==> src/logic/busSizePkg.sv <==
/*
 Shared types of the dynamic bus sizer
 Transfer size and termination codes, request and bus cycle structs,
 splitter FSM states and data path widths
*/

package busSizePkg;

    ////////////////////////////////////////
    // Widths
    ////////////////////////////////////////

    // Processor and bus data width
    localparam int dataWidth = 32;
    // Byte lanes, lane 0 is the most significant byte
    localparam int laneCount = 4;

    ////////////////////////////////////////
    // Encodings
    ////////////////////////////////////////

    // Processor transfer size, native encoding
    typedef enum logic [1:0] {
        sizeLong = 2'b00,
        sizeByte = 2'b01,
        sizeWord = 2'b10,
        sizeLine = 2'b11
    } xferSize_t;

    // Port width termination from the target
    // termByte is decoded but no byte port exists
    typedef enum logic [1:0] {
        termLong = 2'b00,
        termWord = 2'b01,
        termByte = 2'b10,
        termWait = 2'b11
    } busTerm_t;

    // Splitter FSM
    typedef enum logic [1:0] {
        stIdle,
        stFirst,
        stSecond,
        stRespond
    } sizerState_t;

    ////////////////////////////////////////
    // Bundles
    ////////////////////////////////////////

    // One processor request, data bits 31:24 are lane 0
    typedef struct packed {
        logic [dataWidth-1:0] addr;
        xferSize_t            size;
        logic                 write;
        logic [dataWidth-1:0] wdata;
    } cpuReq_t;

    // One external bus cycle, lanes bit 3 is lane 0
    typedef struct packed {
        logic [dataWidth-1:0] addr;
        logic [laneCount-1:0] lanes;
        logic                 write;
        logic [dataWidth-1:0] wdata;
    } busCycle_t;

endpackage
==> src/logic/busSizer.sv <==
/*
 Dynamic bus sizer top level
 Splitter and lane steering between processor and bus ports
*/

module busSizer (
    input  logic                                 BCLK,
    input  logic                                 nRESET,
    // Processor request
    input  logic                                 reqValid,
    output logic                                 reqReady,
    input  busSizePkg::cpuReq_t                  req,
    // Processor response
    output logic                                 rspValid,
    input  logic                                 rspReady,
    output logic [busSizePkg::dataWidth-1:0]     rspData,
    // External bus
    output logic                                 busValid,
    output busSizePkg::busCycle_t                busCycle,
    input  busSizePkg::busTerm_t                 term,
    input  logic [busSizePkg::dataWidth-1:0]     busRdata
);

    logic [busSizePkg::dataWidth-1:0] busAddr;
    logic [busSizePkg::laneCount-1:0] busLanes;
    logic                             busWrite;
    logic [busSizePkg::dataWidth-1:0] busWdata;
    logic                             secondHalf;
    logic                             captureUpper;
    logic                             captureFinal;
    logic [1:0]                       reqAddrLow;
    busSizePkg::xferSize_t            reqSize;
    logic [busSizePkg::dataWidth-1:0] reqWdata;

    ////////////////////////////////////////
    // Sequencing
    ////////////////////////////////////////

    cycleSplitter splitter (
        .BCLK         (BCLK),
        .nRESET       (nRESET),
        .reqValid     (reqValid),
        .reqReady     (reqReady),
        .req          (req),
        .rspValid     (rspValid),
        .rspReady     (rspReady),
        .busValid     (busValid),
        .busAddr      (busAddr),
        .busLanes     (busLanes),
        .busWrite     (busWrite),
        .term         (term),
        .secondHalf   (secondHalf),
        .captureUpper (captureUpper),
        .captureFinal (captureFinal),
        .reqAddrLow   (reqAddrLow),
        .reqSize      (reqSize),
        .reqWdata     (reqWdata)
    );

    ////////////////////////////////////////
    // Data lanes
    ////////////////////////////////////////

    laneSteer steer (
        .BCLK         (BCLK),
        .nRESET       (nRESET),
        .reqWdata     (reqWdata),
        .reqAddrLow   (reqAddrLow),
        .reqSize      (reqSize),
        .secondHalf   (secondHalf),
        .captureUpper (captureUpper),
        .captureFinal (captureFinal),
        .term         (term),
        .busRdata     (busRdata),
        .busWdata     (busWdata),
        .rspData      (rspData)
    );

    // Bus cycle bundle
    assign busCycle.addr  = busAddr;
    assign busCycle.lanes = busLanes;
    assign busCycle.write = busWrite;
    assign busCycle.wdata = busWdata;

endmodule

==> src/logic/laneSteer.sv <==
/*
 Byte lane steering between processor and bus
 Write replication, read steering, upper-word hold and response register
*/

module laneSteer (
    input  logic                                 BCLK,
    input  logic                                 nRESET,
    // Held request fields
    input  logic [busSizePkg::dataWidth-1:0]     reqWdata,
    input  logic [1:0]                           reqAddrLow,
    input  busSizePkg::xferSize_t                reqSize,
    // From the splitter
    input  logic                                 secondHalf,
    input  logic                                 captureUpper,
    input  logic                                 captureFinal,
    // Bus read side
    input  busSizePkg::busTerm_t                 term,
    input  logic [busSizePkg::dataWidth-1:0]     busRdata,
    // Outputs
    output logic [busSizePkg::dataWidth-1:0]     busWdata,
    output logic [busSizePkg::dataWidth-1:0]     rspData
);

    localparam int halfWidth = busSizePkg::dataWidth / 2;

    logic                 isLongSize;
    // Processor lower word in play
    logic                 useLowWord;
    logic [halfWidth-1:0] busUpper;
    logic [halfWidth-1:0] upperHold;
    logic [busSizePkg::dataWidth-1:0] steered;

    assign isLongSize = (reqSize == busSizePkg::sizeLong) ||
                        (reqSize == busSizePkg::sizeLine);

    // Lower word at addr bit 1, or second half of a split long
    assign useLowWord = secondHalf || (!isLongSize && reqAddrLow[1]);

    // Word port answers on lanes 0 and 1
    assign busUpper = busRdata[busSizePkg::dataWidth-1:halfWidth];

    ////////////////////////////////////////
    // Write path
    ////////////////////////////////////////

    // Copy lower word up so a word port sees it on lanes 0 and 1
    // Lower lanes keep it too for a long port
    always_comb begin
        if (useLowWord) begin
            busWdata = {reqWdata[halfWidth-1:0], reqWdata[halfWidth-1:0]};
        end else begin
            busWdata = reqWdata;
        end
    end

    ////////////////////////////////////////
    // Read path
    ////////////////////////////////////////

    always_comb begin
        case (term)
            busSizePkg::termLong: begin
                // Full port, lanes line up
                steered = busRdata;
            end
            busSizePkg::termWord, busSizePkg::termByte: begin
                if (secondHalf) begin
                    // Join held first half with this one
                    steered = {upperHold, busUpper};
                end else begin
                    // Both halves carry the word, addr bit 1 picks one
                    steered = {busUpper, busUpper};
                end
            end
            default: begin
                // Waiting, nothing captured
                steered = busRdata;
            end
        endcase
    end

    // First half of a split read
    always_ff @(posedge BCLK) begin
        if (captureUpper) begin
            upperHold <= busUpper;
        end
    end

    // Response data, held through back-pressure
    always_ff @(posedge BCLK) begin
        if (captureFinal) begin
            rspData <= steered;
        end
    end

    ////////////////////////////////////////
    // Checks
    ////////////////////////////////////////

    // Splitter never asks for both captures at once
    oneCapture: assert property (@(posedge BCLK) disable iff (!nRESET)
        !(captureUpper && captureFinal))
        else $error("upper and final capture in same cycle");

    // Split halves only on a long
    splitIsLong: assert property (@(posedge BCLK) disable iff (!nRESET)
        (captureUpper || secondHalf) |-> isLongSize)
        else $error("split cycle for a non-long request");

endmodule

==> src/logic/cycleSplitter.sv <==
/*
 Request register and bus cycle sequencing
 Lane enable decode, one or two cycles per request, capture strobes
*/

module cycleSplitter (
    input  logic                                 BCLK,
    input  logic                                 nRESET,
    // Processor request
    input  logic                                 reqValid,
    output logic                                 reqReady,
    input  busSizePkg::cpuReq_t                  req,
    // Processor response handshake
    output logic                                 rspValid,
    input  logic                                 rspReady,
    // External bus cycle
    output logic                                 busValid,
    output logic [busSizePkg::dataWidth-1:0]     busAddr,
    output logic [busSizePkg::laneCount-1:0]     busLanes,
    output logic                                 busWrite,
    input  busSizePkg::busTerm_t                 term,
    // To the lane steering
    output logic                                 secondHalf,
    output logic                                 captureUpper,
    output logic                                 captureFinal,
    output logic [1:0]                           reqAddrLow,
    output busSizePkg::xferSize_t                reqSize,
    output logic [busSizePkg::dataWidth-1:0]     reqWdata
);

    busSizePkg::sizerState_t state;
    busSizePkg::cpuReq_t     reqHeld;
    // Low for the settle cycle on entry to each state
    logic                    live;
    logic                    isLong;
    logic                    termDone;
    logic                    splitNow;

    ////////////////////////////////////////
    // Request register
    ////////////////////////////////////////

    // Loaded at acceptance, held until the response leaves
    always_ff @(posedge BCLK) begin
        if (reqValid && reqReady) begin
            reqHeld <= req;
        end
    end

    assign reqAddrLow = reqHeld.addr[1:0];
    assign reqSize    = reqHeld.size;
    assign reqWdata   = reqHeld.wdata;

    // Line runs as a plain long
    assign isLong = (reqHeld.size == busSizePkg::sizeLong) ||
                    (reqHeld.size == busSizePkg::sizeLine);

    ////////////////////////////////////////
    // Bus cycle outputs
    ////////////////////////////////////////

    assign reqReady   = (state == busSizePkg::stIdle);
    assign secondHalf = (state == busSizePkg::stSecond);
    assign busValid   = live && ((state == busSizePkg::stFirst) || secondHalf);
    assign rspValid   = live && (state == busSizePkg::stRespond);
    assign busWrite   = reqHeld.write;

    // Second half of a split long goes to the lower word
    assign busAddr = secondHalf ? reqHeld.addr + 32'd2 : reqHeld.addr;

    // Lane enables from size and address bits 1:0
    always_comb begin
        case (reqHeld.size)
            busSizePkg::sizeLong, busSizePkg::sizeLine: begin
                busLanes = {busSizePkg::laneCount{1'b1}};
            end
            busSizePkg::sizeWord: begin
                // Upper pair or lower pair
                busLanes = reqHeld.addr[1] ? 4'b0011 : 4'b1100;
            end
            default: begin
                // Single byte, lane 0 at bit 3
                busLanes = 4'b1000 >> reqHeld.addr[1:0];
            end
        endcase
    end

    ////////////////////////////////////////
    // Termination decode
    ////////////////////////////////////////

    // Any code but termWait ends the running cycle
    assign termDone = busValid && (term != busSizePkg::termWait);

    // Long on a word port in its first half needs a second cycle
    assign splitNow = termDone && (state == busSizePkg::stFirst) && isLong &&
                      (term == busSizePkg::termWord);

    // Strobes valid at the termination edge
    assign captureUpper = splitNow;
    assign captureFinal = termDone && !splitNow;

    ////////////////////////////////////////
    // FSM
    ////////////////////////////////////////

    always_ff @(posedge BCLK or negedge nRESET) begin
        if (!nRESET) begin
            state <= busSizePkg::stIdle;
            live  <= 1'b0;
        end else begin
            case (state)
                busSizePkg::stIdle: begin
                    live <= 1'b0;
                    if (reqValid) begin
                        state <= busSizePkg::stFirst;
                    end
                end
                busSizePkg::stFirst, busSizePkg::stSecond: begin
                    if (!live) begin
                        // Start the bus cycle after the gap
                        live <= 1'b1;
                    end else if (termDone) begin
                        live  <= 1'b0;
                        state <= splitNow ? busSizePkg::stSecond : busSizePkg::stRespond;
                    end
                end
                busSizePkg::stRespond: begin
                    if (!live) begin
                        live <= 1'b1;
                    end else if (rspReady) begin
                        // Response taken, back to idle
                        live  <= 1'b0;
                        state <= busSizePkg::stIdle;
                    end
                end
                default: begin
                    state <= busSizePkg::stIdle;
                    live  <= 1'b0;
                end
            endcase
        end
    end

    ////////////////////////////////////////
    // Checks
    ////////////////////////////////////////

    // No byte-wide target on this bus
    noByteTerm: assert property (@(posedge BCLK) disable iff (!nRESET)
        busValid |-> (term != busSizePkg::termByte))
        else $error("byte port termination seen on bus");

    // Word requests are word aligned
    wordAligned: assert property (@(posedge BCLK) disable iff (!nRESET)
        (reqValid && reqReady && (req.size == busSizePkg::sizeWord)) |-> !req.addr[0])
        else $error("word request on odd address");

    // Cycle held steady across wait states
    stableOnWait: assert property (@(posedge BCLK) disable iff (!nRESET)
        (busValid && (term == busSizePkg::termWait)) |=>
            (busValid && $stable(busAddr) && $stable(busLanes) && $stable(busWrite)))
        else $error("bus cycle changed during wait");

endmodule

==> config.mk <==
export PLATFORM = sky130hd
export DESIGN_NAME = busSizer
export DESIGN_NICKNAME = d
export VERILOG_FILES = /design/src/logic/busSizePkg.sv /design/src/logic/busSizer.sv /design/src/logic/laneSteer.sv /design/src/logic/cycleSplitter.sv
export SDC_FILE = /design/constraint.sdc
export NUM_CORES = 1
export LEC_CHECK = 0
export BUFFER_PORTS_ARGS = -buffer_cell sky130_fd_sc_hd__buf_2
export CAP_MARGIN = 5
export CORE_AREA = 2 2 97 145
export CTS_BUF_LIST = sky130_fd_sc_hd__clkbuf_4 sky130_fd_sc_hd__clkbuf_8 sky130_fd_sc_hd__clkbuf_16
export DETAILED_ROUTE_END_ITERATION = 16
export DIE_AREA = 0 0 99 147
export GPL_TIMING_DRIVEN = 0
export PLACE_DENSITY = 0.73
export SYNTH_ARGS = -nofsm -noshare
export SYNTH_HDL_FRONTEND = slang
export SYNTH_SLANG_ARGS = --single-unit
export TNS_END_PERCENT = 10
==> constraint.sdc <==
create_clock -name BCLK -period 4.09 [get_ports BCLK]
set_input_delay 0.2045 -clock BCLK [delete_from_list [all_inputs] [get_ports BCLK]]
set_output_delay 0.2045 -clock BCLK [all_outputs]
set_load 0.01 [all_outputs]
# After elaboration in Yosys (flattened, before gate mapping)
# Cells that the tools add are included.
# word_totals
regBits	118
inputBits	105
output_inout_bits	104
word_cells	61
# op_classes
addsub	1
n_eq_ne	13
n_shift	1
n_mux	18
reduce_logical	20
# ops
operator	count
2-to-1 mux 32 bit	4
adder 32 x 2 -> 32 bit (second input constant)	1
== test 2 bit (second input constant)	5
2-to-1 mux 2 bit	5
logical AND 1 bit	9
one-hot mux 4 bit (2 select lines)	1
!= test 2 x 1 -> 1 bit (second input constant)	3
!= test 2 bit (second input constant)	3
one-hot mux 2 bit (3 select lines)	1
OR reduction 2 bit	3
2-to-1 mux 1 bit	5
AND reduction 5 bit	1
== test 2 x 1 -> 1 bit (second input constant)	2
logical NOT 2 bit	2
2-to-1 mux 4 bit	1
>> shifter 4 x 2 -> 4 bit (first input constant)	1
logical OR 1 bit	3
one-hot mux 1 bit (3 select lines)	1
logical NOT 1 bit	2

# Depth between registers and ports, before layout
# depth
word_depth	11
depth_mapped	7
ltp_nobuf	6

# Modules after synthesis
# From an unflattened synthesis, not the netlist that was laid out.
# unflattened
cells_unflattened	356
area_unflattened_um2	5469.0
# by_module_without_submodules
mod	instances	cells_each	area_per_inst_um2	seq_area_each_um2
cycleSplitter	1	235	3243.1	2087.0
laneSteer	1	120	2218.4	1441.4
busSizer	1	1	7.5	0.0

# Worst setup path after synthesis
# No wires, ideal clock.
# synth_timing
kind	register -> register
start	reg splitter.state[1]
end	reg splitter.reqHeld, in the netlist splitter.busWrite (enable)
setup_time_ps	432
arrival_time_ps	2323
t_required_ps	3658
setup_slack_ps	1335
path_stages_with_launch	4
n_path_buf	0
synth_period_minus_slack_ps	2755
cell_sequence	dfrtp_1 > inv_1 > ha_1 > and2_1
# synth_between
elab_chain_cells	2
# synth_rtl
element	line_no	source
from (decl)	cycleSplitter.sv:31	busSizePkg::sizerState_t state;
from (signal assigned)	cycleSplitter.sv:109	state <= busSizePkg::stIdle;
from (signal assigned)	cycleSplitter.sv:116	state <= busSizePkg::stFirst;
from (signal assigned)	cycleSplitter.sv:125	state <= splitNow ? busSizePkg::stSecond : busSizePkg::stRespond;
logical NOT 2 bit	cycleSplitter.sv:62	assign reqReady = (state == busSizePkg::stIdle);
named net reqReady	busSizer.sv:11	output logic reqReady,
logical AND 1 bit	cycleSplitter.sv:45	if (reqValid && reqReady) begin
to (signal assigned)	cycleSplitter.sv:46	reqHeld <= req;
to (decl)	cycleSplitter.sv:32	busSizePkg::cpuReq_t reqHeld;
# The timed path passes the listed nets, and every way through them passes these cells.
# A chain may end at the register's enable or synchronous reset.

==> impl_metrics.toml <==
[timing]
drv_slew = 0
tns_ns = 0
relSlewSlack_pct = 39.1
finClkSkew_ns = 0.00814
grt_setup_unrepaired = "false"
worst_pin_slew_ns = 0.914
finalHoldViolCount = 0
whs_ns = 0.0162
finalCritPeriodShare_pct = 70.3
max_freq_mhz = 348
min_period_ns = 2.87
final-setup-viol-count = 0

[clocking]
numCtsBuffers = 17
cts_tree = "built"
insertion_delay_ns = 0.39
cts.sinks = 118
cts.path.max_buffers = 2
root_buffer = "clkbuf_16"
cts_resized = 0
cts.clk_slew.worst_paths_ns = 0.06
htree_levels = 4

[floorplanning]
core-area_sq_um = 13300
initial_utilization_pct = 38.9
num_rows = 52
die_y_microns = 147
dieArea_sq_um = 14600
num_io_pins = 209
die_w_microns = 99

[global_routing]
overflow = 0
grt.total_usage_pct = 18.5
antenna_found_initial = 0
grt_max_degree = 68
grt_pass1_vias = 4279
grt_pass1_wl_mm = 20.9

[worst_setup_path]
cp.required_ns = 3.89
r2r_end = "steer.rspData[29]"
worstSetupEndpointType = "primary output"
r2r_cells = 7
worstSetupPathType = "reg2out"
r2r-start = "splitter.state[0]"
worstSetupStartpointType = "flop"
crit_arrival_ns = 2.67
rrSetupSlack_ns = 1.89
critPathMaxFanout = 10

[layout]
final_nets = 747
stdcell_area_sq_um = 7860
areaGrowthSynthToFinish_pct = 51.4
drive_gt1_share_pct = 49.1
num-fill-cells = 1012
fin_util_pct = 58.9
n_antenna_cell = 0

[power_and_ir_drop]
leakagePower_nw = 3.26
pwr-share-clk_pct = 34.6
seqPwrFrac_pct = 39.4
swShare_pct = 29.7
power_switching_mw = 1.32
pwr-share-comb_pct = 26.0
p_per_area_nw_per_um2 = 565
ir_drop_v = 0.000383
p_total_mw = 4.44
internal_power_mw = 3.12

[synthesis]
syn_nets = 440
yosys-top-cells-area = "edfxtp_1 67%, mux2_2 8.5%, xnor2_1 3.9%, buf_4 2.6%, ha_1 2.2%"
synth-edff-count = 115
ys_async_sr_fraction_pct = 2.54
ys_seq_area_share_pct = 68.0
synth_area_leader_cell = "edfxtp_1"
synth_cells = 326
ys.flop_type = "edfxtp_1"
ys_seq_elements = 118
synthesis.area_sq_um = 5190
ys_types = 40
synth_warnings = 0
synth.avg_cell_area_sq_um = 15.9
synth_top_cell_area_share_pct = 66.5

[drt]
drt_iter0_markers = 156
via_count = 3880
routedWlPerCell_microns = 16.6
drc = 0
wirelength_mm = 13.4
antenna_left = 0
viasPerCell = 4.80
drtPass1Iterations = 4

[flow_run]
cap_violations = 0

[hold_path]
min_from = "busRdata[19]"
hold_path.class = "in2reg"
min_to = "steer.upperHold[3]"
hold_depth = 1

[place]
place.gp.congestion = 0.806
place_area_sq_um = 6450
portBuffers = 208
dpl.hpwl_mm = 9.34

[run_status]
status = "finished clean"
-- cells by family after synthesis --
logic type	share of synthesized area (%)
buffers and inverters	4.10
xor gates and xnor gates	5.06
and+or+nand+nor	8.10
adders and majority gates	2.17
AOI/OAI and AO/OA	2.00
DFF	68.0
muxes	10.6
-- power by group through the flow --
stage,registers (mW),clock network (mW),logic [mW]
2_1_floorplan,1.80,0,0.611
3_3_place_gp,1.77,0,1.07
3_5_place_dp,1.77,0,1.11
4_1_cts,1.75,1.57,1.17
5_1_grt,1.78,1.63,1.26
6_report,1.75,1.54,1.15
-- routing by layer --
metal  vias to the layer above  GRT usage [%]  part of all wire, %
met5                         -              0                    0
met4                         0           6.51                  1.8
met3                        24           6.80                  8.0
met2                       188           34.5                   55
met1                      1837           18.6                   36
li1                       1831              -                    -
-- state kept, by name, summed over array words and instances, names as in the netlist --
| register | cells |
|---|---|
| splitter.reqWdata | 32 |
| steer.rspData | 32 |
| splitter.reqHeld | 30 |
| steer.upperHold | 16 |
| splitter.reqAddrLow | 2 |
| splitter.reqSize | 2 |
| splitter.state | 2 |
| splitter.busWrite | 1 |
| splitter.live | 1 |
-- cell type report --
cell class / instances / area [sq um] / area share, %
Tap cell: 162 / 203 / 2.58
Multi-Input combinational cell: 171 / 1460 / 18.6
Timing Repair Buffer: 288 / 1840 / 23.4
Inverter: 12 / 45.0 / 0.573
Sequential cell: 118 / 3530 / 44.9
Clock inverter: 15 / 193 / 2.45
Clock buffer: 17 / 425 / 5.41
Buffer: 25 / 168 / 2.13
-- synth_stat cells (2+ instances only) --
library cell,number
nor2_1,7
nand4_1,8
and2_1,2
and4_1,2
edfxtp_1,115
mux2_2,39
xnor2_1,23
buf_4,18
ha_1,9
nand3_1,16
buf_2,5
inv_1,11
xor2_1,7
and3_1,7
nand4_2,2
mux2_1,10
o22ai_1,3
nand2_1,12
a21oi_1,2
dfrtp_1,3
o21ai_0,5
nand2b_1,2
-- cell usage in the layout, fill, tap and decap left out, types with 6 or more instances in the layout --
cell type	instances
buf_2	213
edfxtp_1	115
dlygate4sd3_1	79
mux2_2	39
xnor2_1	23
buf_4	19
clkbuf_16	17
nand3_1	16
nand2_1	12
inv_1	11
mux2_1	10
ha_1	9
nand4_1	8
nor2_1	7
xor2_1	7
and3_1	6
-- critical path: stages (launching register included) --
cell	delay, ns
dfrtp_1	0.42
inv_1	0.08
ha_1	0.19
buf_2	0.18
a21oi_2	0.51
buf_2	0.38
mux2_2	0.37
buf_2	0.15
-- per-stage QoR --
| step | instances | setup WS, ns |
|---|---|---|
| 2_1_floorplan | 326 | 1.33 |
| 5_1_grt | 808 | 1.02 |
| 3_3_place_gp | 696 | 0.718 |
| 6_report | 808 | 1.22 |
| 3_5_place_dp | 697 | 1.56 |
| 4_1_cts | 806 | 1.12 |
-- repair_timing --
action	4_1_cts	5_1_grt
buffers inserted	0	0
hold endpoints to repair	79	2
hold buffers	77	2
-- how the worst max path moves through the flow --
stage,end,slack [ns],start,cells past startpoint
2_1_floorplan,splitter.busWrite,1.33,splitter.state[1],3
3_3_place_gp,splitter.reqWdata[28],0.72,splitter.state[1],3
3_5_place_dp,busCycle[28],1.56,splitter.reqSize[1],6
4_1_cts,busCycle[28],1.12,splitter.state[0],7
5_1_grt,busCycle[26],1.02,splitter.state[0],7
6_report,busCycle[28],1.22,splitter.state[0],7
No activity file was read; power rests on OpenSTA's default activity.
